### config.mk
export PLATFORM = sky130hd
export DESIGN_NAME = rv_regfile
export DESIGN_NICKNAME = d
export VERILOG_FILES = /design/src/rv_pkg.sv /design/src/rv_regfile.sv
export SDC_FILE = /design/constraint.sdc
export NUM_CORES = 2
export LEC_CHECK = 0
export BUFFER_PORTS_ARGS = -buffer_cell sky130_fd_sc_hd__buf_2
export CORE_MARGIN = 8
export CORE_UTILIZATION = 40
export CTS_CLUSTER_DIAMETER = 30
export DETAILED_ROUTE_END_ITERATION = 8
export PLACE_DENSITY = 0.62
export SKIP_CTS_REPAIR_TIMING = 1
export SYNTH_ARGS = -nofsm -noshare
export SYNTH_HDL_FRONTEND = slang
export SYNTH_SLANG_ARGS = --single-unit
export TNS_END_PERCENT = 1
### constraint.sdc
create_clock -name clock -period 4.24 [get_ports clock]
set_input_delay 0.424 -clock clock [delete_from_list [all_inputs] [get_ports clock]]
set_output_delay 0.424 -clock clock [all_outputs]
set_load 0.02 [all_outputs]
### src/rv_pkg.sv
package rv_pkg;

    localparam int XLEN = 64;
    localparam int REG_COUNT = 32;

    typedef logic [XLEN-1:0] xlen_t;
    typedef logic [31:0]     inst_t;
    typedef logic [4:0]      reg_idx_t;
    typedef logic [5:0]      shamt_t;
    typedef logic [3:0]      alu_op_t;

    // Fetch step
    localparam xlen_t INST_BYTES = 64'd4;

    // Major opcodes
    localparam logic [6:0] OP_LUI    = 7'b0110111;
    localparam logic [6:0] OP_AUIPC  = 7'b0010111;
    localparam logic [6:0] OP_JAL    = 7'b1101111;
    localparam logic [6:0] OP_JALR   = 7'b1100111;
    localparam logic [6:0] OP_BRANCH = 7'b1100011;
    localparam logic [6:0] OP_IMM    = 7'b0010011;
    localparam logic [6:0] OP_REG    = 7'b0110011;

    localparam logic [6:0] F7_ALT = 7'b0100000; // SUB and SRA

    localparam logic [2:0] F3_BEQ  = 3'b000;
    localparam logic [2:0] F3_BNE  = 3'b001;
    localparam logic [2:0] F3_BLT  = 3'b100;
    localparam logic [2:0] F3_BGE  = 3'b101;
    localparam logic [2:0] F3_BLTU = 3'b110;
    localparam logic [2:0] F3_BGEU = 3'b111;

    localparam alu_op_t ALU_ADD    = 4'd0;
    localparam alu_op_t ALU_SUB    = 4'd1;
    localparam alu_op_t ALU_SLT    = 4'd2;
    localparam alu_op_t ALU_SLTU   = 4'd3;
    localparam alu_op_t ALU_AND    = 4'd4;
    localparam alu_op_t ALU_OR     = 4'd5;
    localparam alu_op_t ALU_XOR    = 4'd6;
    localparam alu_op_t ALU_SLL    = 4'd7;
    localparam alu_op_t ALU_SRL    = 4'd8;
    localparam alu_op_t ALU_SRA    = 4'd9;
    localparam alu_op_t ALU_PASS_B = 4'd10; // LUI

endpackage

### src/rv_regfile.sv
`timescale 1ns/100ps

module rv_regfile import rv_pkg::*; (
    input  logic     clock,
    input  logic     reset_n,
    input  reg_idx_t rs1,
    input  reg_idx_t rs2,
    input  logic     we,
    input  reg_idx_t rd,
    input  xlen_t    wd,
    output xlen_t    rs1_data,
    output xlen_t    rs2_data
);

    xlen_t regs [REG_COUNT];

    always_ff @(posedge clock or negedge reset_n) begin
        if (!reset_n) begin
            for (int i = 0; i < REG_COUNT; i++) begin
                regs[i] <= '0;
            end
        end else if (we && (rd != '0)) begin // x0 stays zero
            regs[rd] <= wd;
        end
    end

    // Combinational read ports
    assign rs1_data = (rs1 == '0) ? '0 : regs[rs1];
    assign rs2_data = (rs2 == '0) ? '0 : regs[rs2];

endmodule

== Word-level counts from Yosys, hierarchy flattened ==
Cells that the tools add are included.
Cells by class
  $lt $le $gt $ge: 4
  muxes and demuxes: 11
  bitwise operators: 3
  reductions and logical operators: 5
Operator list (number)
  bitwise mux 2048 bit: 1
  binary-select mux 64 bit (select 5 bit): 2
  2-to-1 mux 64 bit: 7
  demux 64 bit (select 5 bit): 1
  greater-or-equal comparator 6 bit, second input constant: 3
  NOT 5 -> 6 bit: 3
  zero test 5 bit: 2
  < comparator 6 x 1 -> 1 bit, second input constant: 1
  nonzero test 5 bit: 1
  logical AND 1 bit: 2
Word-level totals
  register bits: 2048
  input bits: 82
  output and inout port bits: 128
  logic and storage cells: 55

== Longest topological paths before layout ==
  depth in word-level cells: 6
  mapped depth: 10

== Worst setup path after synthesis ==
Ideal clock, no wire load.
  path type: input -> output
  start: in rs2[1]
  end: out rs2_data[39]
  arrival: 2.624 ns
  data required time: 3.816 ns
  path slack: 1.192 ns
  cell stages on the path: 7
  buffers on the path: 3
  cells stage by stage: buf_4 -> buf_2 -> or2_2 -> clkbuf_1 -> o22ai_1 -> nor4_1 -> a2111oi_0
On the way
  cells in the longest elaborated chain, start to end: 5
  elaborated cells on any way between the ends: 6
  classes of those cells: mux (4); bitwise (1); reduce/logical (1)
Ends and longest elaborated chain
  from (decl): line rv_regfile.sv:7  | input reg_idx_t rs2,
  NOT 5 -> 6 bit (implied by the code): line rv_regfile.sv:29  | assign rs2_data = (rs2 == '0) ? '0 : regs[rs2];
  binary-select mux 64 bit (select 5 bit): line rv_regfile.sv:29
  2-to-1 mux 64 bit (implied by the code) (2 in a row): line rv_regfile.sv:29
  2-to-1 mux 64 bit (*): line rv_regfile.sv:29
  to (decl): line rv_regfile.sv:12  | output xlen_t rs2_data
Mark *: on every way between the ends. The rest lies on a longest branch, timed or not. The select of a mux whose other input is x is not followed.

== Final worst setup path ==
  start: in rs2[0]
  end: out rs2_data[63]
Same word-level chain as after synthesis.

==> results.md <==
* R2r worst-path depth at 1
* # DRC at 0
* I/O Buffers at 209
* Pre-CTS WS at 525.7 ps
* RSZ-0062 raised after global routing: false
* Grt total ovfl at 0
* Post-synthesis compound-gate area fraction at 0.02136
* Largest registers: regs: 2048 flops
* Post-Synth Adder-Cell Area at 0
* R2R Path Start: regs[1649]$_DFFE_PN0P_
* Final GP Congestion at 0.7882
* Pin count of the biggest net entering global routing at 163
* Largest register FFs at 2048
* GRT Resource Usage Total at 0.2434
* Hold WC Path Type: primary input to async pin
* Ys Warns at 0
* Fin nets at 7175
* Tcrit/Tclk final at 0.8823
* Critical path required time at 3820 ps
* R2R Setup Slk at 3430 ps
* P&R area growth vs syn at 20.61%
* Clock sink count at 2048
* CTS tree: yes
* Initial antenna violation count at 41
* Detail Route Antenna Nets at 0
* Fraction of synthesized area in multiplexers at 0.4591
* Worst slew margin at 0.1950
* Syn avg cell area at 15.57 um2
* Final setup vio count at 0
* Setup_tns at 0 ps
* Yosys cell types at 48
* Routed WL at 355100 um
* Vias in the first global route at 73602
* Share of post-route cells with drive strength above 1 at 0.5761
* Height of the die at 536.6 um
* Pleak at 0.05718 uW
* DR pass1 iterations at 5
* Via/cell ratio at 6.204
* I/O pin cnt at 210
* Largest family of logic cells by synthesized area: multiplexers
* Clk Latency, worst-skew pair at 910 ps
* Post-route worst setup slack at 499.1 ps
* Htree depth at 5
* EDFF count, synth at 0
* Final Power at 76280 uW
* Global-route wire length before repair at 521300 um
* Outcome: completed
* Simple-Gate Fraction of Synth Area at 0.01409
* Flops & latches, synth at 2048
* Bufs on Longest Clock Path at 4
* Inserted Clock Buffers at 466
* Fin. max-slew vios at 0
* Most flops, register: regs
* Cell Area, Placed at 114000 um2
* Die area at 288000 um2
* Syn nets at 7045
* CTS clk-pin slew, worst paths at 50 ps
* Routed vias at 68729
* Clock Skew at 0 ps
* WP data arrival at 3320 ps
* Critical path startpoint category: primary input
* End of the worst register-to-register path: regs[1649]$_DFFE_PN0P_
* Hold Violations, Final at 0
* Initial DRC count at 5177
* Hold WS at 59.63 ps
* Placeable Area at 270300 um2
* Power Dens Cells at 583.3 nW/um2
* FP Rows at 191
* Max-Cap Viols at 0
* XOR/XNOR Fraction of Synth Area at 0
* Register area share after synthesis at 0.4727
* Slew @ Worst Pin at 1198 ps
* CP max FO at 45
* Die W at 536.6 um
* FMAX at 0.2673 GHz
* Critical path type: primary input to output pin
* Crit. End Element: output pin
* Detail-routed net length per standard cell at 32.05 um
* Top FF cell, synth: dfrtp_1
* Crit path time final at 3741 ps
* Clock root cell: clkbuf_16
* Syn Inst Count at 6963
* Worst VDD drop at 386.8 uV
* # fillers at 22705
* Placed wire-length estimate at 198300 um
* Initial core utilization at 0.4012
* Mapped cell area at 108400 um2
* Ys async rst share at 1.000
* Design area at 130800 um2
==> logic make-up (layout without fill, tap and decap cells) <==
family | count (synthesis) | count (layout)
mux | 3510 | 3510
compound gates | 328 | 328
simple gates | 270 | 270
buf+inv | 807 | 1331
flops | 2048 | 2048
other cells | 0 | 21
==> report_power, final <==
part,leakage (uW),switching (uW),internal (uW),total (uW)
Clock,0.00813,11700,26300,38000
Combinational,0.0228,5020,7180,12200
Sequential,0.0263,2740,23300,26100
Total,0.0572,19500,56800,76300
==> worst max-delay path, stage by stage <==
cell and delay (ps):
buf_8 450, buf_12 270, buf_12 280, buf_4 260, nor4_2 90, nor4_2 1050, buf_2 330
==> layout by cell type, fill, tap and decap left out, drive strengths merged, types with 14 or more instances in the layout <==
cell      count
clkbuf      585
a22oi        26
nand2        40
or2          74
a211oi       14
dfrtp      2048
nor3         21
clkinvlp     46
o22ai       182
diode        21
nor2         31
nand2b       14
o22a         17
inv          15
mux2       2022
mux2i       520
mux4        968
clkinv      133
bufinv       85
nor2b        39
buf         466
==> cell usage after synthesis, types with 13 or more instances <==
library cell,count,area share
a22oi_1,26,0.0018
mux2_2,2008,0.21
o22a_1,17,0.0014
buf_1,51,0.0018
a211o_1,13,0.0011
clkbuf_1,434,0.015
dfrtp_1,2048,0.47
buf_4,26,0.0018
nor2b_1,39,0.0023
mux4_2,968,0.20
nor3_1,17,0.00078
a21oi_1,13,0.00060
o22ai_1,182,0.011
nand2b_1,14,0.00081
buf_2,286,0.013
nand2_1,40,0.0014
a211oi_1,14,0.00097
mux2_1,14,0.0015
mux2i_1,520,0.048
a31o_2,13,0.0011
or2_1,71,0.0041
nor2_1,30,0.0010
==> final cells by class <==
class                   count  area (um2)  share of cell area
multi-input cells        4108       53930              0.4124
repair buffers            469        4322             0.03305
clock buffers             583       12730             0.09737
flip-flops and latches   2048       51250              0.3919
diodes                     21       52.55           0.0004018
well taps                3570        4467             0.03416
clock inverters           279        4026             0.03079
==> worst max path at each step <==
stage                     startpoint           end  slack (ps)  cells after the start
after floorplan               rs2[1]  rs2_data[39]        1190                      7
after global placement        rs1[0]  rs1_data[24]         -20                      8
after detailed placement      rs2[0]  rs2_data[58]         530                      9
after CTS                     rs2[0]  rs2_data[58]         500                      9
after global routing          rs2[0]  rs2_data[63]         460                      7
final                         rs2[0]  rs2_data[63]         500                      7
==> layer usage <==
layer  vias up  routed length [um]  part of all wire  global-route usage
met3       782               23220             0.065             0.04513
met5         -                  66           0.00019                   0
li1      27414                   -                 -                   -
met4        10               14680             0.041             0.09713
met2      2702              172700              0.49              0.3999
met1     37821              144400              0.41              0.3205
==> stage by stage <==
stage,utilization,instances
after floorplan,-,6963
after global placement,0.4216,10194
after detailed placement,0.4216,10194
after CTS,0.4836,11056
after global routing,0.4837,11065
final,0.4839,11078
No activity file was read; power rests on OpenSTA's default activity.
