==> config.mk <==
export PLATFORM = sky130hd
export DESIGN_NAME = rv_branch_unit
export DESIGN_NICKNAME = d
export VERILOG_FILES = /design/src/rv_pkg.sv /design/src/rv_branch_unit.sv
export SDC_FILE = /design/constraint.sdc
export NUM_CORES = 1
export LEC_CHECK = 0
export BUFFER_PORTS_ARGS = -buffer_cell sky130_fd_sc_hd__buf_2
export CAP_MARGIN = 30
export CORE_AREA = 2 2 150 152
export DETAILED_ROUTE_END_ITERATION = 8
export DIE_AREA = 0 0 152 154
export PLACE_DENSITY = 0.61
export SYNTH_ARGS = -nofsm -noshare
export SYNTH_HDL_FRONTEND = slang
export SYNTH_SLANG_ARGS = --single-unit
export TNS_END_PERCENT = 10
==> constraint.sdc <==
create_clock -name vclk -period 9.8
set_input_delay 1.96 -clock vclk [all_inputs]
set_output_delay 1.96 -clock vclk [all_outputs]
set_load 0.005 [all_outputs]
==> src/rv_pkg.sv <==
package rv_pkg;

    localparam int XLEN = 64;
    localparam int REG_COUNT = 32;

    typedef logic [XLEN-1:0] xlen_t;
    typedef logic [31:0]     inst_t;
    typedef logic [4:0]      reg_idx_t;
    typedef logic [5:0]      shamt_t;
    typedef logic [3:0]      alu_op_t;

    // Fetch step
    localparam xlen_t INST_BYTES = 64'd4;

    // Major opcodes
    localparam logic [6:0] OP_LUI    = 7'b0110111;
    localparam logic [6:0] OP_AUIPC  = 7'b0010111;
    localparam logic [6:0] OP_JAL    = 7'b1101111;
    localparam logic [6:0] OP_JALR   = 7'b1100111;
    localparam logic [6:0] OP_BRANCH = 7'b1100011;
    localparam logic [6:0] OP_IMM    = 7'b0010011;
    localparam logic [6:0] OP_REG    = 7'b0110011;

    localparam logic [6:0] F7_ALT = 7'b0100000; // SUB and SRA

    localparam logic [2:0] F3_BEQ  = 3'b000;
    localparam logic [2:0] F3_BNE  = 3'b001;
    localparam logic [2:0] F3_BLT  = 3'b100;
    localparam logic [2:0] F3_BGE  = 3'b101;
    localparam logic [2:0] F3_BLTU = 3'b110;
    localparam logic [2:0] F3_BGEU = 3'b111;

    localparam alu_op_t ALU_ADD    = 4'd0;
    localparam alu_op_t ALU_SUB    = 4'd1;
    localparam alu_op_t ALU_SLT    = 4'd2;
    localparam alu_op_t ALU_SLTU   = 4'd3;
    localparam alu_op_t ALU_AND    = 4'd4;
    localparam alu_op_t ALU_OR     = 4'd5;
    localparam alu_op_t ALU_XOR    = 4'd6;
    localparam alu_op_t ALU_SLL    = 4'd7;
    localparam alu_op_t ALU_SRL    = 4'd8;
    localparam alu_op_t ALU_SRA    = 4'd9;
    localparam alu_op_t ALU_PASS_B = 4'd10; // LUI

endpackage

==> src/rv_branch_unit.sv <==
`timescale 1ns/100ps

module rv_branch_unit import rv_pkg::*; (
    input  xlen_t       pc,
    input  xlen_t       rs1_data,
    input  xlen_t       rs2_data,
    input  xlen_t       imm,
    input  logic [2:0]  funct3,
    input  logic        is_branch,
    input  logic        is_jal,
    input  logic        is_jalr,
    output logic        taken,
    output xlen_t       target,
    output xlen_t       link
);

    logic  cond;
    xlen_t base;
    xlen_t sum;

    always_comb begin
        case (funct3)
            F3_BEQ:  cond = rs1_data == rs2_data;
            F3_BNE:  cond = rs1_data != rs2_data;
            F3_BLT:  cond = $signed(rs1_data) < $signed(rs2_data);
            F3_BGE:  cond = $signed(rs1_data) >= $signed(rs2_data);
            F3_BLTU: cond = rs1_data < rs2_data;
            F3_BGEU: cond = rs1_data >= rs2_data;
            default: cond = 1'b0; // Reserved encodings fall through
        endcase
    end

    assign base   = is_jalr ? rs1_data : pc;
    assign sum    = base + imm;
    assign target = is_jalr ? {sum[XLEN-1:1], 1'b0} : sum;

    // Jumps always redirect
    assign taken = is_jal || is_jalr || (is_branch && cond);
    assign link  = pc + INST_BYTES;

endmodule

# --- Word-level counts from Yosys, hierarchy flattened ---
# Index checks and enable logic that the tools add are counted.
word_totals:
  ff_bits: 0
  out_inout_bits: 129
op_classes:
  addsub: 2
  n_lt_le_gt_ge: 4
  eq_ne: 7
  muxes: 3
  reduce_logical: 4
op_table:
  columns: ["cell", "n"]
  rows:
  - ["$ge A64 B64 Y1", 2]
  - ["$lt A64 B64 Y1", 2]
  - ["$add A64 B3 Y64 const B", 1]
  - ["$add A64 B64 Y64", 1]
  - ["$eq A64 B64 Y1", 1]
  - ["$mux W64", 1]
  - ["$ne A64 B64 Y1", 1]
  - ["$eq A3 B3 Y1 const B", 4]
  - ["$pmux W1 S6", 1]
  - ["$eq A3 B1 Y1 const B", 1]
  - ["$logic_not A3 Y1", 1]
  - ["$logic_or A1 B1 Y1", 2]
  - ["$logic_and A1 B1 Y1", 1]
  - ["$mux W1", 1]

# --- Longest topological paths before layout ---
depth:
  ltp_word: 4
  depth_mapped: 16
  mapped_depth_nobuf: 14

# --- Worst setup path after synthesis ---
# Ideal clock, no wire load.
synth_path:
  path_kind: "input to output"
  start: "input port is_jalr"
  end: "output port target[45]"
  arrival_ns: 5.379
  t_required_ns: 7.840
  setup_slack_ns: 2.461
  stages: 14
  n_path_buf: 2
  path_cell_list: "clkbuf_1 clkbuf_1 mux2_2 ha_1 a21oi_2 o21ai_1 a311o_1 a221o_1 a31oi_4 o21ai_2 a221o_1 a21oi_2 nand2_1 o311ai_2"
synth_between:
  elab_chain_cells: 2
synth_lines:
  columns: ["item", "line", "text"]
  rows:
  - ["from (decl)", "rv_branch_unit.sv:11", "input logic is_jalr,"]
  - ["$mux W64", "rv_branch_unit.sv:33", "assign base = is_jalr ? rs1_data : pc;"]
  - ["$add A64 B64 Y64", "rv_branch_unit.sv:34", "assign sum = base + imm;"]
  - ["to (decl)", "rv_branch_unit.sv:13", "output xlen_t target,"]
# Every way passes these cells.

# --- Final worst setup path ---
layout_path:
  start: "input port is_jalr"
  end: "output port target[63]"
# Same word-level chain as after synthesis.

==> flow_summary_export.csv <==
group,metric,value,unit
timing,fin_crit_sh,82.6,%
final_layout,n_sequential_cell,0,
global_route,grt_pass1_vias,8768,
power_and_ir_drop,seqPwrFrac,0,%
power_and_ir_drop,switchingPower,0.353,mW
final_layout,area_growth,30.9,%
setup_path,critPathKind,"primary input to output pin",
floorplanning,num_rows,54,
route,totalWireLength,30400,µm
timing,fin_crit,8090,ps
route,wl_per_cell,18.2,µm
route,viasPerCell,5.28,
timing,slew_violations,0,
power_and_ir_drop,power.density,68.3,mW/mm²
power_and_ir_drop,internal_power,0.290,mW
synth,synth_fp_nets,1407,
power_and_ir_drop,p_leak,4.88,nW
place,place_worst_setup_slack,1740,ps
final_layout,drive_above_1_share,35.0,%
final_layout,multi_input_area,0.00674,mm²
timing,worst_pin_slew,783,ps
route,remaining_drc_errors,0,
hold_path,hold_start,"pc[0]",
place,dpl.hpwl,27100,µm
final_layout,clockBufferCount,0,
cts,ctsResizeCount,0,
synth,synth_warnings,0,
final_layout,layout.nets,1774,
synth,synth_area,0.00719,mm²
place,port_buffers,391,
global_route,grt_pass1_wl,47000,µm
power_and_ir_drop,ir_drop,0.0344,mV
route,postRouteAntennaNets,0,
route,initialDrtViolationCount,643,
floorplanning,die_w,152,µm
synth,syn_inst,1016,
hold_path,hold_path.class,"primary input to output pin",
cts,cts_hold_buffers,0,
power_and_ir_drop,swShare,54.9,%
timing,hold_viol,0,
cts,cts_setup_buffers,0,
final_layout,final_area,0.00942,mm²
floorplanning,ios,391,
timing,slew_headroom,47.8,%
global_route,grt_max_degree,30,
floorplanning,initial_utilization,33.2,%
global_route,antenna_found_initial,6,
synth,synth_top_cell_area_share,22.3,%
timing,fin_ws,1710,ps
place,placed_cell_area,0.00940,mm²
synth,synthTopCellsByArea,"ha_1 22%, xnor2_1 9.7%, mux2_2 9.1%, a21oi_1 6.1%, nand2_1 5.4%",
global_route,gr-total-overflow,0,
synth,synth_most_common_cell,"ha_1",
power_and_ir_drop,pwr-share-clk,0,%
final_layout,fillCellCount,2351,
hold_path,holdPathEnd,"link[0]",
setup_path,crit_path_end_kind,"output pin",
timing,rsz0062_at_grt,"false",
power_and_ir_drop,p_comb_share,100.0,%
floorplanning,die_h,154,µm
floorplanning,die_area,0.0234,mm²
route,num_vias,8795,
synth,syn_area_per_cell,7.08,µm²
setup_path,critPathMaxFanout,29,
setup_path,cp_data_required_time,7840,ps
timing,setup_viol,0,
timing,clock.fmax,124,MHz
synth,synth_top_cell_by_area,"ha_1",
global_route,grt_usage,24.4,%
synth,synth_common_cells,"128 x ha_1, 103 x nand2_1, 90 x inv_1",
final_layout,seqCellArea,0,µm²
synth,ys_types,69,
route,dr.pass1.iters,5,
setup_path,cp_data_arrival_time,6130,ps
flow_run,maxCapViolCount,0,
run_status,outcome,"finished clean",
place,place_congestion,0.949,
timing,tns,0,ps
synth,synth_seq_area_share,0,%
hold_path,hold_depth,2,
timing,whs,4120,ps
floorplanning,core_area,0.0217,mm²
setup_path,start_kind,"primary input",
## power groups by stage
| stage | Sequential [mW] | Clock [mW] | Combinational [mW] |
|---|---|---|---|
| floorplan | 0 | 0 | 0.377 |
| finish | 0 | 0.0000000819 | 0.643 |
| CTS | 0 | 0 | 0.638 |
| global route | 0 | 0.0000000819 | 0.706 |
| detailed placement | 0 | 0 | 0.633 |
| global placement | 0 | 0 | 0.634 |
## worst max path at each step
stage / from / to / slack, ps / cells past startpoint
3_5_place_dp: is_jalr / target[63] / 1740 / 14
4_1_cts: is_jalr / target[63] / 1740 / 14
2_1_floorplan: is_jalr / target[45] / 2460 / 14
3_3_place_gp: is_jalr / target[63] / 1860 / 14
5_1_grt: is_jalr / target[57] / 1480 / 14
6_report: is_jalr / target[63] / 1710 / 14
## layer usage
metal  vias up  global-route usage (%)  wire (µm)
li1       4393                       -          -
met1      4025                    32.8      13700
met2       339                    42.6      14300
met3        38                    2.54       1770
met4         0                    4.81        609
met5         -                       0          0
## metrics by stage
step	power [mW]	utilization (%)	std cells
finish	0.643	43.4	1667
global placement	0.634	43.4	1661
floorplan	0.377	-	1016
global route	0.706	43.4	1667
detailed placement	0.633	43.4	1661
CTS	0.638	43.4	1661
## layout by cell type (no fill, tap or decap), drive strengths merged, types with 12 or more instances in the layout
cell,synthesis,final
a21o,42,42
a21oi,92,92
and3,13,13
buf,6,394
ha,128,128
inv,90,90
mux2,58,58
nand2,103,103
nand3,27,27
nand4,39,39
nor2,68,68
nor2b,13,13
o21a,12,12
o21ai,54,54
o21bai,20,20
xnor2,80,80
xor2,38,38
## logic make-up after synthesis
logic type / synth area share, %
XOR/XNOR: 14.4
AND/OR/NAND/NOR: 21.7
adder cells (fa/ha/maj): 22.5
multiplexers: 9.64
buffers and inverters: 6.37
AO/OA/AOI/OAI: 25.3
## critical path: stages
cell and delay, ps:
buf_2 580, buf_4 420, mux2_2 380, ha_1 380, nand2_1 160, nor2_1 230
nand2_1 140, or4_1 460, o31a_4 330, nor4b_4 380, o41ai_4 160, o21a_1 230
o211ai_2 170, buf_2 130
## cell type report
cell class | instances | share of cell area (%)
multi-input combinational | 897 | 71.5
inverter | 90 | 3.59
tap | 280 | 3.72
antenna | 6 | 0.159
timing repair buffer | 394 | 21.0
No activity file was read; power rests on OpenSTA's default activity.
