File: config.mk
export PLATFORM = sky130hd
export DESIGN_NAME = rv_commit
export DESIGN_NICKNAME = d
export VERILOG_FILES = /design/src/rv_pkg.sv /design/src/rv_commit.sv
export SDC_FILE = /design/constraint.sdc
export NUM_CORES = 1
export LEC_CHECK = 0
export ABC_AREA = 1
export BUFFER_PORTS_ARGS = -buffer_cell sky130_fd_sc_hd__buf_2
export CORE_AREA = 2 2 158 160
export DETAILED_ROUTE_END_ITERATION = 8
export DIE_AREA = 0 0 160 162
export PLACE_DENSITY = 0.5
export RECOVER_POWER = 50
export SLEW_MARGIN = 20
export SYNTH_ARGS = -nofsm -noshare
export SYNTH_HDL_FRONTEND = slang
export SYNTH_SLANG_ARGS = --single-unit
File: constraint.sdc
create_clock -name clock -period 1.6 [get_ports clock]
set_clock_uncertainty 0.15 [all_clocks]
set_input_delay 0 -clock clock [delete_from_list [all_inputs] [get_ports clock]]
set_output_delay 0 -clock clock [all_outputs]
set_load 0.005 [all_outputs]
File: src/rv_pkg.sv
package rv_pkg;

    localparam int XLEN = 64;
    localparam int REG_COUNT = 32;

    typedef logic [XLEN-1:0] xlen_t;
    typedef logic [31:0]     inst_t;
    typedef logic [4:0]      reg_idx_t;
    typedef logic [5:0]      shamt_t;
    typedef logic [3:0]      alu_op_t;

    // Fetch step
    localparam xlen_t INST_BYTES = 64'd4;

    // Major opcodes
    localparam logic [6:0] OP_LUI    = 7'b0110111;
    localparam logic [6:0] OP_AUIPC  = 7'b0010111;
    localparam logic [6:0] OP_JAL    = 7'b1101111;
    localparam logic [6:0] OP_JALR   = 7'b1100111;
    localparam logic [6:0] OP_BRANCH = 7'b1100011;
    localparam logic [6:0] OP_IMM    = 7'b0010011;
    localparam logic [6:0] OP_REG    = 7'b0110011;

    localparam logic [6:0] F7_ALT = 7'b0100000; // SUB and SRA

    localparam logic [2:0] F3_BEQ  = 3'b000;
    localparam logic [2:0] F3_BNE  = 3'b001;
    localparam logic [2:0] F3_BLT  = 3'b100;
    localparam logic [2:0] F3_BGE  = 3'b101;
    localparam logic [2:0] F3_BLTU = 3'b110;
    localparam logic [2:0] F3_BGEU = 3'b111;

    localparam alu_op_t ALU_ADD    = 4'd0;
    localparam alu_op_t ALU_SUB    = 4'd1;
    localparam alu_op_t ALU_SLT    = 4'd2;
    localparam alu_op_t ALU_SLTU   = 4'd3;
    localparam alu_op_t ALU_AND    = 4'd4;
    localparam alu_op_t ALU_OR     = 4'd5;
    localparam alu_op_t ALU_XOR    = 4'd6;
    localparam alu_op_t ALU_SLL    = 4'd7;
    localparam alu_op_t ALU_SRL    = 4'd8;
    localparam alu_op_t ALU_SRA    = 4'd9;
    localparam alu_op_t ALU_PASS_B = 4'd10; // LUI

endpackage

File: src/rv_commit.sv
`timescale 1ns/100ps

module rv_commit import rv_pkg::*; (
    input  logic     clock,
    input  logic     reset_n,
    input  xlen_t    alu_result,
    input  xlen_t    link,
    input  xlen_t    target,
    input  logic     taken,
    input  logic     is_jal,
    input  logic     is_jalr,
    input  logic     writes_rd,
    input  reg_idx_t rd,
    output xlen_t    pc,
    output logic     we,
    output xlen_t    wd,
    output logic     wb_valid,
    output reg_idx_t wb_rd,
    output xlen_t    wb_data
);

    xlen_t pc_next;

    // Jumps write the return address
    assign wd = (is_jal || is_jalr) ? link : alu_result;
    assign we = writes_rd && reset_n;

    assign pc_next = taken ? target : pc + INST_BYTES;

    always_ff @(posedge clock or negedge reset_n) begin
        if (!reset_n) begin
            pc <= '0;
        end else begin
            pc <= pc_next;
        end
    end

    // Retire trace
    assign wb_valid = we;
    assign wb_rd    = rd;
    assign wb_data  = wd;

endmodule

; Yosys cells after proc, flatten, opt, wreduce, memory -nomap -nowiden
; Index checks and enable logic that the tools add are counted.
[totals]
regBits = 64
[op_classes]
n_addsub = 1
muxes = 2
reduce_logical = 2
[op_table]
columns = operator, count
row1 = 64-bit two-way mux, 2
row2 = "64-bit by 3-bit adder with 64-bit output, second input constant", 1
row3 = 1-bit logical AND, 1
row4 = 1-bit logical OR, 1

; Longest topological paths before layout
[logic_depth]
depth_word = 2
mapped_depth = 11
ltp_nobuf = 11

; Worst setup path after synthesis
; OpenSTA, ideal clock, no wires.
[synth_timing]
kind = reg2reg
startpoint = register pc[2]
endpoint = register pc[58]
t_arrival_ns = 1.439
required_time_ns = 1.333
setup_slack_ns = -0.106
path_stages_with_launch = 11
path_buffers = 0
synth_period_minus_slack_ns = 1.706
cell_sequence = dfrtp_1 > ha_1 > inv_1 > nor2_2 > nand2_4 > nor2_8 > nand2_2 > nor2_1 > nand2_1 > nand3_1 > nand2_1
[synth_between]
elab_chain_cells = 2
[synth_lines]
columns = element, line_no
row1 = "start, declared", rv_commit.sv:14  ; output xlen_t pc,
row2 = "start signal, assigned", rv_commit.sv:34  ; pc <= pc_next;
row3 = 64-bit by 3-bit adder with 64-bit output, rv_commit.sv:28  ; assign pc_next = taken ? target : pc + INST_BYTES;
row4 = 64-bit two-way mux, rv_commit.sv:28
row5 = via pc_next[58], rv_commit.sv:22  ; xlen_t pc_next;
; The timed path passes the listed nets, and every way through them passes these cells.

; Final worst setup path
[layout_timing]
startpoint = register pc[3]
endpoint = register pc[38]
; Same word-level chain as after synthesis.

==> flow_summary.yaml <==
die:
  die_h_um: 162
  rows: 57
  core_mm2: 0.0241
  fp.dieArea_mm2: 0.0259
  io_pins: 402
  start_util: 0.234
  die_w_um: 160
placement:
  dp_hpwl_mm: 27.8
  io_buffers: 391
  place_area_mm2: 0.00853
  place.gp.congestion: 0.934
drt:
  dr_total_vias: 7392
  drc: 0
  viasPerCell: 4.33
  drtIter0Drc: 396
  avgRoutedWirePerCell_um: 19.5
  drt-pass1-iter-count: 5
  ant_nets: 0
  finalWirelength_mm: 33.3
final_layout:
  reg.largest.list: "pc: 64 flops"
  design_area_mm2: 0.0103
  n_fill_cell: 2539
  multi_input_area_mm2: 0.00382
  largest_reg_flops: 64
  syn_to_final_growth_pct: 83.4
  final_util: 0.429
  regArea_mm2: 0.00161
  fin_nets: 1580
  drive_above_1_share: 0.569
  largest-register: "pc"
worst_setup_path:
  cp_cell_sequence: "ha_4 -> inv_4 -> nor2_4 -> nand2_4 -> nor2_8 -> nand2_4 -> inv_2 -> nand2_1 -> nand2_1 -> nand3_2 -> nand2_1"
  slowest_delay_ns: 0.40
  critical_path.endpoint_type: "flop"
  crit_path_start_kind: "flop"
  crit_top_cell: "nand2_1"
  path_class: "reg2reg"
  cp_max_fo: 5
  cp.arrival_ns: 1.85
  cp_top_family: "simple AND/OR/NAND/NOR gates"
  crit_buf_inv: 2
  cp.required_ns: 1.73
  slowest_stage: "dfrtp_2"
power:
  p_switching_mw: 2.13
  power.leakage_nw: 5.31
  p_int_mw: 4.27
  irDropWorstVdd_uv: 478
  pwr-share-clk: 0.339
  sw_frac_of_total: 0.333
  seqPwrFrac: 0.303
  power_per_cell_area_mw_per_mm2: 619
  comb_power_share: 0.357
  totalPowerFinal_mw: 6.40
global_routing:
  grt_pass1_wl_mm: 47.1
  grt-ovfl-total: 0
  grt_pass1_vias: 7353
  grt_max_degree: 57
  antenna_found_initial: 0
  grt_usage: 0.247
yosys:
  yosysWarnings: 0
  synth_top_area_share: 0.284
  yosys.area_share.xor_xnor: 0.0373
  syn_avg_cell_area_um2: 6.85
  syn_nets: 1027
  synth_seq_area_share: 0.284
  synth_top_family_by_area: "simple AND/OR/NAND/NOR gates"
  synthAdderAreaFrac: 0.00222
  synth_compound_area_frac: 0.0502
  synthTopCellsByArea: "dfrtp_1, nand2_1, mux2_2, buf_4, nor2_1"
  yosysUniqueCellTypes: 26
  synth_top_area_cell: "dfrtp_1"
  syn_area_mm2: 0.00563
  syn_inst: 823
  synthMuxAreaShare: 0.128
  synth_seq_cells: 64
  yosys.area_share.simple: 0.352
clocking:
  cts_buffers: 9
  clock-sinks: 64
  clock-root-buffer: "clkbuf_16"
  cts_tree: "done"
  clock_path_buffers: 2
  clkTransAtPathRegs_ns: 0.06
  insertion_delay_ns: 0.34
  cts_max_level: 3
sta:
  setup_ws_ns: -0.121
  slew_headroom: 0.326
  hold_violations: 0
  fin_crit_sh: 1.08
  fmax_mhz: 581
  finalSetupTns_ns: -2.03
  setup_viol: 37
  min_period_ns: 1.72
  rsz0062_at_grt: "yes"
  slew_violations: 0
  tightest_slew_ns: 1.01
job:
  max_cap_viol_count: 0
outcome:
  violations: "setup timing"
  status: "finished with violations"
hold_path:
  min_path_type: "in2out"
## cells by family (layout without fill, tap and decap cells)
family / after synthesis / in the layout
XOR/XNOR: 24 / 24
buffers and inverters: 146 / 704
flip-flops: 64 / 64
AO/OA/AOI/OAI: 50 / 50
other: 0 / 1
AND/OR/NAND/NOR: 474 / 474
adder cells (fa/ha/maj): 1 / 1
multiplexers: 64 / 64
## layer usage
metal  global-route usage  share of wire
met5                    0              0
met4               0.0336         0.0096
met3               0.0687          0.076
met2                0.401           0.46
met1                0.336           0.45
## path summary, 6_finish.rpt
check	slack (ns)	cells past startpoint	to	start
max	-0.12	11	pc[38]	pc[3]
min	0.13	4	we	writes_rd
max reg2reg	-0.12	11	pc[38]	pc[3]
min reg2reg	0.47	3	pc[63]	pc[63]
max in group asynchronous	0.05	3	pc[51]	reset_n
min in group asynchronous	0.40	3	pc[9]	reset_n
## metrics by stage
| stage | cells | worst slack, ns | hold slack (ns) |
|---|---|---|---|
| 6_report | 1706 | -0.121 | 0.126 |
| 4_1_cts | 1698 | -0.147 | 0.120 |
| 2_1_floorplan | 823 | 0.0329 | -0.446 |
| 3_3_place_gp | 1591 | -0.254 | -0.261 |
| 5_1_grt | 1705 | -0.220 | 0.159 |
| 3_5_place_dp | 1591 | -0.209 | -0.265 |
## layout make-up
type                       instances  share of cell area
clock inverter                     6             0.00811
inverter                          56              0.0206
multi-input combinational        613               0.370
clock buffer                      10              0.0222
timing repair buffer             632               0.384
antenna                            1            0.000242
tap                              324              0.0392
sequential                        64               0.156
## worst register-to-register path, cell delays in order, from the launching register on
cell	delay, ns
dfrtp_2	0.40
ha_4	0.16
inv_4	0.04
nor2_4	0.10
nand2_4	0.10
nor2_8	0.21
nand2_4	0.11
inv_2	0.07
nand2_1	0.05
nand2_1	0.06
nand3_2	0.11
nand2_1	0.09
## Yosys cell counts
cell type	number
xnor2_1	11
mux2_2	64
nand3_1	49
a21oi_1	3
nand3b_1	1
dfrtp_1	64
buf_4	70
nor2_1	108
buf_2	8
buf_1	1
inv_2	1
nand2_1	282
o21ai_0	13
xor2_1	13
ha_1	1
nor2_2	8
nand2_4	2
o21ai_1	21
nor2_4	4
nand2_2	10
nor2_8	2
nand4_1	7
o21bai_1	13
clkbuf_1	11
nor3_1	1
inv_1	55
## power by group through the flow
stage | Sequential [mW] | Combinational [mW] | Clock, mW
floorplan | 1.97 | 0.813 | 0
global placement | 1.95 | 2.01 | 0
detailed placement | 1.95 | 2.01 | 0
CTS | 1.92 | 2.25 | 2.20
global route | 1.96 | 2.48 | 2.27
finish | 1.94 | 2.29 | 2.17
## placed cells by master, fill, tap and decap left out, drive strengths merged
master	count
xor2	13
inv	56
mux2	64
o21ai	34
nand3b	1
o21bai	13
xnor2	11
nand2	294
nand3	49
ha	1
clkinv	4
a21oi	3
clkbuf	34
bufinv	2
nand4	7
nor2	122
diode	1
buf	534
dlygate4sd3	74
dfrtp	64
nor3	1
## what timing repair did
item | 4_1_cts | 5_1_grt
endpoints found under the hold margin | 133 | 0
hold buffers | 75 | 0
setup endpoints to repair | 50 | 58
pin swaps | 19 | 47
buffers inserted | 16 | 13
resized for setup | 92 | 110
No activity file was read; power rests on OpenSTA's default activity.
