**src/rv_pkg.sv**
```systemverilog
package rv_pkg;

    localparam int XLEN = 64;
    localparam int REG_COUNT = 32;

    typedef logic [XLEN-1:0] xlen_t;
    typedef logic [31:0]     inst_t;
    typedef logic [4:0]      reg_idx_t;
    typedef logic [5:0]      shamt_t;
    typedef logic [3:0]      alu_op_t;

    // Fetch step
    localparam xlen_t INST_BYTES = 64'd4;

    // Major opcodes
    localparam logic [6:0] OP_LUI    = 7'b0110111;
    localparam logic [6:0] OP_AUIPC  = 7'b0010111;
    localparam logic [6:0] OP_JAL    = 7'b1101111;
    localparam logic [6:0] OP_JALR   = 7'b1100111;
    localparam logic [6:0] OP_BRANCH = 7'b1100011;
    localparam logic [6:0] OP_IMM    = 7'b0010011;
    localparam logic [6:0] OP_REG    = 7'b0110011;

    localparam logic [6:0] F7_ALT = 7'b0100000; // SUB and SRA

    localparam logic [2:0] F3_BEQ  = 3'b000;
    localparam logic [2:0] F3_BNE  = 3'b001;
    localparam logic [2:0] F3_BLT  = 3'b100;
    localparam logic [2:0] F3_BGE  = 3'b101;
    localparam logic [2:0] F3_BLTU = 3'b110;
    localparam logic [2:0] F3_BGEU = 3'b111;

    localparam alu_op_t ALU_ADD    = 4'd0;
    localparam alu_op_t ALU_SUB    = 4'd1;
    localparam alu_op_t ALU_SLT    = 4'd2;
    localparam alu_op_t ALU_SLTU   = 4'd3;
    localparam alu_op_t ALU_AND    = 4'd4;
    localparam alu_op_t ALU_OR     = 4'd5;
    localparam alu_op_t ALU_XOR    = 4'd6;
    localparam alu_op_t ALU_SLL    = 4'd7;
    localparam alu_op_t ALU_SRL    = 4'd8;
    localparam alu_op_t ALU_SRA    = 4'd9;
    localparam alu_op_t ALU_PASS_B = 4'd10; // LUI

endpackage

```
**src/rv_decoder.sv**
```systemverilog
`timescale 1ns/100ps

module rv_decoder import rv_pkg::*; (
    input  inst_t       instr,
    output reg_idx_t    rs1,
    output reg_idx_t    rs2,
    output reg_idx_t    rd,
    output xlen_t       imm,
    output alu_op_t     alu_op,
    output logic        alu_use_imm,
    output logic        alu_use_pc,
    output logic        is_branch,
    output logic        is_jal,
    output logic        is_jalr,
    output logic        writes_rd,
    output logic [2:0]  funct3
);

    logic [6:0] opcode;
    logic [6:0] funct7;
    logic       known;
    xlen_t      imm_i;
    xlen_t      imm_u;
    xlen_t      imm_b;
    xlen_t      imm_j;

    function automatic alu_op_t alu_sel(input logic [2:0] f3, input logic sub_ok,
                                        input logic alt);
        alu_op_t op;
        case (f3)
            3'b000:  op = (sub_ok && alt) ? ALU_SUB : ALU_ADD;
            3'b001:  op = ALU_SLL;
            3'b010:  op = ALU_SLT;
            3'b011:  op = ALU_SLTU;
            3'b100:  op = ALU_XOR;
            3'b101:  op = alt ? ALU_SRA : ALU_SRL;
            3'b110:  op = ALU_OR;
            default: op = ALU_AND;
        endcase
        return op;
    endfunction

    assign opcode = instr[6:0];
    assign rd     = instr[11:7];
    assign funct3 = instr[14:12];
    assign rs1    = instr[19:15];
    assign rs2    = instr[24:20];
    assign funct7 = instr[31:25];

    assign imm_i = {{52{instr[31]}}, instr[31:20]};
    assign imm_u = {{32{instr[31]}}, instr[31:12], 12'b0};
    assign imm_b = {{51{instr[31]}}, instr[31], instr[7], instr[30:25], instr[11:8], 1'b0};
    assign imm_j = {{43{instr[31]}}, instr[31], instr[19:12], instr[20], instr[30:21], 1'b0};

    always_comb begin
        alu_op      = ALU_ADD;
        alu_use_imm = 1'b0;
        alu_use_pc  = 1'b0;
        is_branch   = 1'b0;
        is_jal      = 1'b0;
        is_jalr     = 1'b0;
        known       = 1'b0;
        imm         = imm_i;
        case (opcode)
            OP_LUI: begin
                alu_op      = ALU_PASS_B;
                alu_use_imm = 1'b1;
                imm         = imm_u;
                known       = 1'b1;
            end
            OP_AUIPC: begin
                alu_use_imm = 1'b1;
                alu_use_pc  = 1'b1;
                imm         = imm_u;
                known       = 1'b1;
            end
            OP_JAL: begin
                is_jal = 1'b1;
                imm    = imm_j;
                known  = 1'b1;
            end
            OP_JALR: begin
                is_jalr = 1'b1;
                known   = 1'b1;
            end
            OP_BRANCH: begin
                is_branch = 1'b1; // Never writes rd
                imm       = imm_b;
            end
            OP_IMM: begin
                alu_use_imm = 1'b1;
                alu_op      = alu_sel(funct3, 1'b0, funct7[6:1] == F7_ALT[6:1]); // Bit 25 is shamt[5]
                known       = 1'b1;
            end
            OP_REG: begin
                alu_op = alu_sel(funct3, 1'b1, funct7 == F7_ALT);
                known  = 1'b1;
            end
            default: ;
        endcase
    end

    assign writes_rd = known && (rd != '0);

endmodule

```
**config.mk**
```make
export PLATFORM = sky130hd
export DESIGN_NAME = rv_decoder
export DESIGN_NICKNAME = d
export VERILOG_FILES = /design/src/rv_pkg.sv /design/src/rv_decoder.sv
export SDC_FILE = /design/constraint.sdc
export NUM_CORES = 1
export LEC_CHECK = 0
export BUFFER_PORTS_ARGS = -buffer_cell sky130_fd_sc_hd__buf_2
export CORE_AREA = 2 2 56 58
export DETAILED_ROUTE_END_ITERATION = 8
export DIE_AREA = 0 0 58 60
export PLACE_DENSITY = 0.83
export SETUP_SLACK_MARGIN = 0.4
export SYNTH_ARGS = -nofsm -noshare
export SYNTH_HDL_FRONTEND = slang
export SYNTH_SLANG_ARGS = --single-unit
```
**constraint.sdc**
```tcl
create_clock -name vclk -period 1.2
set_clock_uncertainty 0.05 [all_clocks]
set_input_delay 0 -clock vclk [all_inputs]
set_output_delay 0 -clock vclk [all_outputs]
set_load 0.02 [all_outputs]
```
=== Yosys cells after proc, flatten, opt, wreduce, memory -nomap -nowiden ===
Index checks and enable logic that the tools add are counted.
Widths: inputs -> output; s select.

* Word-level logic and storage cells: 34
* Output and inout bits: 92
* Bits of input ports: 32
* Flip-flop bits (word level): 0

* Equality and inequality tests: 15
* Reduce and logical (&&, ||, !) cells: 6
* Multiplexer cells: 13

{| class="wikitable"
|+ Operators with widths
! operator !! number
|-
| $pmux 31 s3 || 1
|-
| $pmux 4 s7 || 2
|-
| $eq 7x6->1 const B || 3
|-
| $eq 7x7->1 const B || 3
|-
| $eq 7x5->1 const B || 2
|-
| $pmux 4 s3 || 1
|-
| $eq 3x3->1 const B || 3
|-
| $mux 1 || 9
|-
| $eq 3x2->1 const B || 2
|-
| $eq 6x5->1 const B || 1
|-
| $reduce_or 6->1 || 1
|-
| $reduce_bool 5->1 || 1
|-
| $eq 3x1->1 const B || 1
|-
| $logic_not 3->1 || 1
|-
| $reduce_or 3->1 || 1
|-
| $reduce_or 2->1 || 1
|-
| $logic_and 1x1->1 || 1
|}

=== Longest topological paths before layout ===
Gate-level depths: netlist of the first run.

* Depth after elaboration: 4
* Mapped depth: 6
* Depth with buffers taken out: 4

=== Worst setup path after synthesis of the first run ===
No wires, ideal clock.

* Path type: input port to output port
* Start: input instr[3]
* End: output imm[11]
* Setup slack: -0.071 ns
* Data required time: 1.150 ns
* Path buffers: 0
* Arrival: 1.221 ns
* Stages on the path: 4
* Cell sequence: and3b_2 -> nor4b_4 -> nor4_2 -> a221o_1

* Word-level cells in the longest chain between the ends: 3
* Elaborated cells between the ends (all ways): 6
* Classes of those cells: eq/ne: 4; mux: 1; reduce/logical: 1

{| class="wikitable"
|+ Ends and longest elaborated chain
! element !! line !! text
|-
| from (decl) || rv_decoder.sv:4 || <nowiki>input inst_t instr,</nowiki>
|-
| $eq 7x5->1 or $eq 7x6->1 (tied branches) || rv_decoder.sv:64 || <nowiki>case (opcode)</nowiki>
|-
| $reduce_or 2->1 (no source line) || - ||
|-
| $pmux 31 s3 (*) || rv_decoder.sv:64 ||
|-
| to (decl) || rv_decoder.sv:8 || <nowiki>output xlen_t imm,</nowiki>
|}

Every way passes the cells marked *; elsewhere a longest branch is shown, timed or not.

=== Final worst setup path of the first run ===
* Start: input instr[3]
* End: output imm[21]

Same word-level chain as after synthesis.

==> key figures, run 1 <==
Status
  • Status: complete, but fails checks
  • Violated checks: setup timing

Logic synthesis
  • Mapped cell area: 911 um2
  • Syn Area/Cell: 7.12 um2
  • Yosys warns: 0
  • Cells after Synth: 128
  • Top cells by count, synth: buf_4, a21o_1, nor2_1
  • Post-synth top area cell: buf_4
  • Post-synth net total: 160
  • Yosys top cell area share: 42.9%
  • Largest cells by area after synthesis: buf_4, a21o_1, and2_1
  • Seq/Total Area, Yosys: 0%
  • Library cells used by synthesis: 31
  • Most frequent cell after synthesis: buf_4

Place
  • Post-placement cell count: 249
  • Post-DP HPWL: 2.46 mm
  • Number of buffers added on ports: 124
  • Gpl congestion: 0.762

Routing
  • Routed WL: 3.46 mm
  • Vias per cell: 4.62
  • DRT iter0 DRCs: 22
  • Routed Antenna Nets: 0
  • Drc violations: 0
  • Drt pass-1 iters: 4
  • DR WL/cell: 13.5 um
  • Via count: 1182

Setup path
  • Worst setup path endpoint: imm[21]
  • Crit path cell chain: buf_6 > and3b_2 > and3_4 > buf_12 > nor2_4 > clkbuf_16 > a21o_1 > buf_6
  • CP Launch Point: instr[3]
  • Crit Path Category: in -> out
  • Crit Path Max Fanout: 8
  • Critical path's slowest cell: and3b_2
  • Crit path required time: 1.15 ns
  • Type of origin of the critical path: input pin
  • CP peak stage delay: 0.25 ns
  • Critical Path End Type: primary output
  • Crit path arrival time: 1.19 ns
  • Critical Path Most Common Cell: buf_6

Timing
  • Fin. max-slew vios: 0
  • Final WS setup: -0.0412 ns
  • Final Hold Fails: 0
  • Fmax: 0.806 GHz
  • Tmin final: 1.24 ns
  • Relative slew slack: 81.4%
  • # setup viols final: 15
  • Tcrit/Tclk final: 103%
  • Unrepaired setup endpoints after global routing: true
  • Least-Margin Pin Slew: 0.277 ns

Run
  • Max Cap Violations: 0

Floorplan
  • Placeable Area: 2900 um2
  • Initial core utilization: 31.4%
  • Die Ht: 60 um
  • Full die area: 3480 um2
  • Width of the chip: 58 um
  • Cell Rows: 20
  • IO Pins: 124

Cells and area
  • Layout cells sized above 1: 83.4%
  • Register Area: 0 um2
  • Ant diodes: 0
  • Finished Layout Cells: 256
  • Filler instances: 262
  • Area Overhead vs Synth: 105%
  • Layout net count: 257
  • Fin util: 64.4%
  • Num sequential: 0
  • Clk_buf instances: 0

GRT
  • Largest net degree at the start of global routing: 35
  • GRT Total Usage: 17.0%
  • Global-route wire length before repair: 4.75 mm
  • Vias in the first global route: 991
  • Antenna violations before repair: 0
  • Grt ovf: 0

Worst hold path
  • HP Class: in -> out
  • Min-Delay Startpoint: instr[15]

Pwr
  • Leakage: 0.00104 uW
  • Pwr Density: 400 nW/um2
  • Peak supply drop: 0.000378 V

Clock network
  • # hold bufs at CTS: 0
where the power goes:
| part | total (uW) | switching [uW] | internal, uW |
|---|---|---|---|
| Clock | 0 | 0 | 0 |
| Sequential | 0 | 0 | 0 |
| Combinational | 747 | 409 | 338 |
| Total | 747 | 409 | 338 |
metrics by stage:
stage	area, um2	hold slack, ns	TNS (ns)	total power (uW)	setup slack, ns
floorplan	1060	0.00882	-0.336	475	-0.0700
detailed placement	1460	0.184	-2.33	618	-0.132
finish	1870	0.183	-0.349	747	-0.0412
CTS	1760	0.184	-0.135	705	-0.0219
global placement	1460	0.182	-2.04	611	-0.111
global route	1870	0.191	-1.36	784	-0.0820
placed cells by master, fill, tap and decap left out, types with 2 or more instances in the layout:
master   count
a21o_1       9
a21o_4      10
a21oi_2      2
a22o_1       4
and2_1       6
buf_12       2
buf_2       84
buf_4       16
buf_6       46
nand2_1      2
nand2_4      2
nor2_1       4
nor2_4       4
nor2b_1      2
o21ai_2      2
o21ai_4      2
critical path, delay by kind of cell:
family | cells | cell delay (ns)
buf+inv | 4 | 0.51
simple gates | 3 | 0.50
compound gates | 1 | 0.17
how the worst min path moves through the flow:
stage / end / slack [ns] / cells past startpoint
after global routing: rs1[4] / 0.19 / 2
after global placement: rs1[0] / 0.18 / 2
after floorplan: is_branch / 0.009 / 1
after CTS: rs1[3] / 0.18 / 2
final: rs1[0] / 0.18 / 2
after detailed placement: rs1[3] / 0.18 / 2
layout make-up:
type                       count  area (um2)  share of cell area [%]
inverter                       3        13.8                   0.737
tap                           33        41.3                    2.21
timing repair buffer         150        1130                    60.5
multi-input combinational     70         682                    36.5
logic make-up (layout without fill, tap and decap cells):
family          count (synthesis)  count (layout)  share of synthesized area [%]
simple gates                   35              35                           25.7
xor+xnor                        2               2                           1.92
buf+inv                        58             153                           45.6
mux                             1               1                           1.24
compound gates                 32              32                           25.5
routing by layer:
metal | wire (um) | up-vias | global-route usage [%] | part of all wire, %
li1 | - | 587 | - | -
met3 | 196 | 0 | 0.216 | 5.7
met2 | 2070 | 53 | 38.1 | 60
met1 | 1190 | 542 | 18.3 | 34
met5 | 0 | - | 0 | 0
met4 | 0 | 0 | 0 | 0
what timing repair did:
item / 4_1_cts / 5_1_grt
endpoints found under the setup margin: 41 / 41
setup buffers: 5 / 1
resized for setup: 73 / 23
gates cloned: 0 / 1
pin swaps: 8 / 7
hold endpoints to repair: 0 / 0
Note: power is estimated with default switching activity, not from simulation.
==> run 2, diff against run 1 <==
--- a/config.mk
+++ b/config.mk
@@ -9,6 +9,7 @@
 export CORE_AREA = 2 2 56 58
 export DETAILED_ROUTE_END_ITERATION = 8
 export DIE_AREA = 0 0 58 60
+export GPL_TIMING_DRIVEN = 0
 export PLACE_DENSITY = 0.83
 export SETUP_SLACK_MARGIN = 0.4
 export SYNTH_ARGS = -nofsm -noshare
==> run 2 against run 1 <==
Effect of this change: the flow still finishes with violations (setup timing); wire length is 58% higher; via count is 28% higher; die area stayed put; global-route usage is 6.7 points higher; final cell count is 25% higher; count of clock-buffer cells in the layout stayed put; design area is 35% higher; utilization is 23 points higher; hold slack worse by 0.014 ns; highest routed layer is now met4; critical endpoint is now imm[11].
==> key figures, run 2 (same netlist as run 1, synthesis figures left out) <==
Status
  • Status: complete, but fails checks
  • Violated checks: setup timing

Timing
  • Relative slew slack: 79.1%
  • Final Hold Fails: 0
  • Tmin final: 1.38 ns
  • # setup viols final: 32
  • Tcrit/Tclk final: 115%
  • Least-Margin Pin Slew: 0.314 ns
  • Final WS setup: -0.177 ns
  • Setup TNS: -3.36 ns
  • Unrepaired setup endpoints after global routing: true
  • Fmax: 0.726 GHz
  • Fin. max-slew vios: 0

Setup path
  • Crit path cell chain: buf_6 > and3b_2 > buf_6 > nor4b_4 > buf_6 > nor4_4 > a221o_1 > buf_6
  • Type of origin of the critical path: input pin
  • Critical Path End Type: primary output
  • Crit Path Max Fanout: 5
  • Delay-heaviest family, CP: buffers and inverters
  • CP peak stage delay: 0.30 ns
  • Crit path required time: 1.15 ns
  • Crit Path Category: in -> out
  • Critical Path Most Common Cell: buf_6
  • Crit path buffers/inverters: 4
  • Crit path arrival time: 1.33 ns
  • Critical path's slowest cell: a221o_1

Pwr
  • Peak supply drop: 0.000366 V
  • Pwr Density: 381 nW/um2
  • Total Power: 962 uW
  • Leakage: 0.00140 uW

Floorplan
  • Full die area: 3480 um2
  • IO Pins: 124
  • Initial core utilization: 31.4%
  • Placeable Area: 2900 um2
  • Die Ht: 60 um
  • Width of the chip: 58 um
  • Cell Rows: 20

GRT
  • Grt ovf: 0
  • Vias in the first global route: 1323
  • Global-route wire length before repair: 6.40 mm
  • Largest net degree at the start of global routing: 19
  • GRT Total Usage: 23.7%
  • Antenna violations before repair: 0

Cells and area
  • Clk_buf instances: 0
  • Area Overhead vs Synth: 177%
  • Register Area: 0 um2
  • Ant diodes: 0
  • Layout cells sized above 1: 88.1%
  • Fin util: 87.1%
  • Layout net count: 320
  • Num sequential: 0
  • Design Area, Final: 2530 um2
  • Most frequent cells in the layout: buf_2, buf_4, buf_6
  • Commonest non-fill, non-tap cell in the layout: buf_2
  • Filler instances: 148

Place
  • Number of buffers added on ports: 123
  • Post-DP HPWL: 2.69 mm
  • Gpl congestion: 0.696
  • Post-DP Area: 1720 um2

Worst hold path
  • HP Class: in -> out
  • Min-Delay Startpoint: instr[14]
  • Hold Path End: funct3[2]
  • WHS Path Cells: 2

Run
  • Max Cap Violations: 0

Routing
  • Routed WL: 5.46 mm
  • Drt pass-1 iters: 4
  • Via count: 1511
  • Drc violations: 0
  • Routed Antenna Nets: 0
  • DRT iter0 DRCs: 55
  • Vias per cell: 4.74
  • DR WL/cell: 17.1 um
-- run 2: worst max path at each step --
stage	start	end	slack (ns)	cells after the start
5_1_grt	instr[3]	alu_op[1]	-0.22	10
3_5_place_dp	instr[3]	imm[19]	-0.33	6
3_3_place_gp	instr[3]	imm[13]	-0.33	6
2_1_floorplan	instr[3]	imm[11]	-0.07	4
6_report	instr[3]	imm[11]	-0.18	8
4_1_cts	instr[3]	imm[11]	-0.08	8
-- run 2: repair_timing --
action / in CTS / in global routing
gates resized for setup: 100 / 34
endpoints found under the setup margin: 74 / 41
cloned: 2 / 3
hold endpoints to repair: 0 / 0
setup buffers: 21 / 9
pin swaps: 17 / 18
hold buffers: 0 / 0
-- run 2: layout make-up --
type | instances | area (um2) | share of cell area, %
Inverter | 3 | 11.3 | 0.446
Multi-Input combinational cell | 72 | 766 | 30.3
Timing Repair Buffer | 156 | 1270 | 50.3
Buffer | 55 | 437 | 17.3
Tap cell | 33 | 41.3 | 1.63
-- run 2: power breakdown --
part | internal (uW) | switching, uW | leakage [uW]
combinational | 485 | 477 | 0.00140
clock | 0 | 0 | 0
sequential | 0 | 0 | 0
total | 485 | 477 | 0.00140
-- run 2: routing by layer --
layer	global-route usage, %	wire [um]
met4	6.64	145
met1	24.5	1980
met3	2.60	262
met2	49.4	3070
met5	0	0
-- run 2: stage by stage --
| step | hold WS (ns) | instances | setup WS, ns |
|---|---|---|---|
| 2_1_floorplan | 0.00882 | 128 | -0.0700 |
| 3_3_place_gp | 0.169 | 284 | -0.328 |
| 3_5_place_dp | 0.169 | 284 | -0.333 |
| 4_1_cts | 0.170 | 307 | -0.0832 |
| 5_1_grt | 0.180 | 319 | -0.223 |
| 6_report | 0.169 | 319 | -0.177 |
==> run 3, diff against run 2 <==
--- a/config.mk
+++ b/config.mk
@@ -5,12 +5,13 @@
 export SDC_FILE = /design/constraint.sdc
 export NUM_CORES = 1
 export LEC_CHECK = 0
+export ABC_AREA = 1
 export BUFFER_PORTS_ARGS = -buffer_cell sky130_fd_sc_hd__buf_2
-export CORE_AREA = 2 2 56 58
+export CORE_AREA = 2 2 58 60
 export DETAILED_ROUTE_END_ITERATION = 8
-export DIE_AREA = 0 0 58 60
+export DIE_AREA = 0 0 60 62
 export GPL_TIMING_DRIVEN = 0
-export PLACE_DENSITY = 0.83
+export PLACE_DENSITY = 0.82
 export SETUP_SLACK_MARGIN = 0.4
 export SYNTH_ARGS = -nofsm -noshare
 export SYNTH_HDL_FRONTEND = slang
==> run 3 against run 2 <==
Effect of this change: the run now ends clean; die area is 6.9% higher; non-clock buffer count shrank 11; count of clock-buffer cells in the layout is the same; worst setup slack better by 0.32 ns; critical path depth unchanged; synthesized area up 14%; total power grew 11%; largest cell class unchanged; synthesized cell count grew 51%; first-iteration DRC count rose by 1.8%.
==> key figures, run 3 <==
Setup path
  • Critical Path End Type: primary output
  • Crit path required time: 1.15 ns
  • Crit Path Max Fanout: 7
  • Type of origin of the critical path: input pin
  • Crit path arrival time: 1.01 ns
  • Crit Path Category: in -> out

Routing
  • DR WL/cell: 16.8 um
  • Routed WL: 6.47 mm
  • Vias per cell: 4.80
  • DRT iter0 DRCs: 56
  • Drc violations: 0
  • Via count: 1853
  • Routed Antenna Nets: 0
  • Drt pass-1 iters: 4

Cells and area
  • Register Area: 0 um2
  • Commonest non-fill, non-tap cell in the layout: buf_2
  • Layout cells sized above 1: 81.8%
  • Area Overhead vs Synth: 180%
  • Layout net count: 374
  • Fin util: 91.2%
  • Num sequential: 0
  • Clk_buf instances: 0
  • Ant diodes: 0
  • Most frequent cells in the layout: buf_2, buf_4, buf_6

Logic synthesis
  • Seq/Total Area, Yosys: 0%
  • Library cells used by synthesis: 21
  • Syn Area/Cell: 5.37 um2
  • Yosys top cell area share: 39.1%
  • Top cells by count, synth: buf_4, nand2_1, inv_1
  • Mapped cell area: 1040 um2
  • Most frequent cell after synthesis: buf_4
  • Largest cells by area after synthesis: buf_4, nand2_1, inv_1
  • Post-synth net total: 225
  • Post-synth top area cell: buf_4
  • Cells after Synth: 193
  • Yosys warns: 0

Floorplan
  • Cell Rows: 21
  • Die Ht: 62 um
  • Full die area: 3720 um2
  • IO Pins: 124
  • Initial core utilization: 32.6%
  • Placeable Area: 3180 um2
  • Width of the chip: 60 um

Pwr
  • Pwr Density: 368 nW/um2
  • Seq pwr share: 0%
  • Clock Power Share: 0%
  • Leakage: 0.00155 uW
  • Comb pwr share: 100.0%
  • Switching Fraction: 53.1%
  • Switch Pwr: 566 uW
  • Internal power: 501 uW
  • Peak supply drop: 0.000236 V

Timing
  • Setup TNS: 0 ns
  • # setup viols final: 0
  • Fin. max-slew vios: 0
  • Unrepaired setup endpoints after global routing: true
  • Final Hold Fails: 0
  • Relative slew slack: 83.4%
  • Fmax: 0.944 GHz
  • Least-Margin Pin Slew: 0.248 ns
  • Tcrit/Tclk final: 88.3%
  • Tmin final: 1.06 ns

GRT
  • Largest net degree at the start of global routing: 38
  • Global-route wire length before repair: 7.15 mm
  • Antenna violations before repair: 0
  • GRT Total Usage: 24.9%
  • Vias in the first global route: 1540
  • Grt ovf: 0

Status
  • Status: complete, no violations

Place
  • Gpl congestion: 0.772
  • Number of buffers added on ports: 124
  • Post-DP HPWL: 2.85 mm

Clock network
  • # hold bufs at CTS: 0

Run
  • Max Cap Violations: 0

Worst hold path
  • HP Class: in -> out
[run 3: cell type report]
cell class / instances / area (um2)
multi-input cells: 115 / 990
plain buffers: 55 / 458
fillers: 131 / 280
well taps: 46 / 57.6
inverters: 25 / 126
repair buffers: 145 / 1270
[run 3: timing repair]
item | CTS | global route
gates cloned | 6 | 1
gates resized for setup | 170 | 53
setup endpoints to repair | 73 | 40
pin swaps | 26 | 22
setup buffers | 14 | 2
[run 3: worst paths after layout]
check | cells past startpoint | endpoint | startpoint | slack [ns]
max | 8 | imm[19] | instr[6] | 0.14
min | 4 | imm[15] | instr[15] | 0.25
[run 3: critical path: stages]
cell,delay [ns]
buf_8,0.10
nor2_4,0.17
nand3_4,0.12
buf_12,0.17
nand2_4,0.12
nand2_1,0.08
nand2_1,0.11
buf_6,0.13
[run 3: metal layers]
layer | wire, um | vias to the layer above | track usage (%)
met5 | 0 | - | 0
met4 | 273 | 0 | 4.13
met3 | 373 | 22 | 1.45
met2 | 3690 | 112 | 53.0
met1 | 2130 | 870 | 26.7
li1 | - | 849 | -
[run 3: logic make-up after synthesis]
logic type,count (synthesis),share of synthesized area (%)
simple gates,100,44.4
xor+xnor,1,0.846
compound gates,12,6.04
buf+inv,80,48.7
[run 3: power groups by stage]
stage | logic (uW) | clock network [uW] | registers (uW)
2_1_floorplan | 475 | 0 | 0
3_3_place_gp | 718 | 0 | 0
3_5_place_dp | 726 | 0 | 0
4_1_cts | 956 | 0 | 0
5_1_grt | 1110 | 0 | 0
6_report | 1070 | 0 | 0
[run 3: stage by stage]
step                      cell area, um2  cells  hold slack (ns)  power [uW]  worst slack [ns]
after floorplan                     1140    193         -0.00236         475             0.338
after global placement              1820    363            0.266         718            0.0505
after detailed placement            1820    363            0.268         726            0.0274
after CTS                           2650    383            0.256         956             0.215
after global routing                2900    386            0.273        1110             0.107
final                               2900    386            0.247        1070             0.141
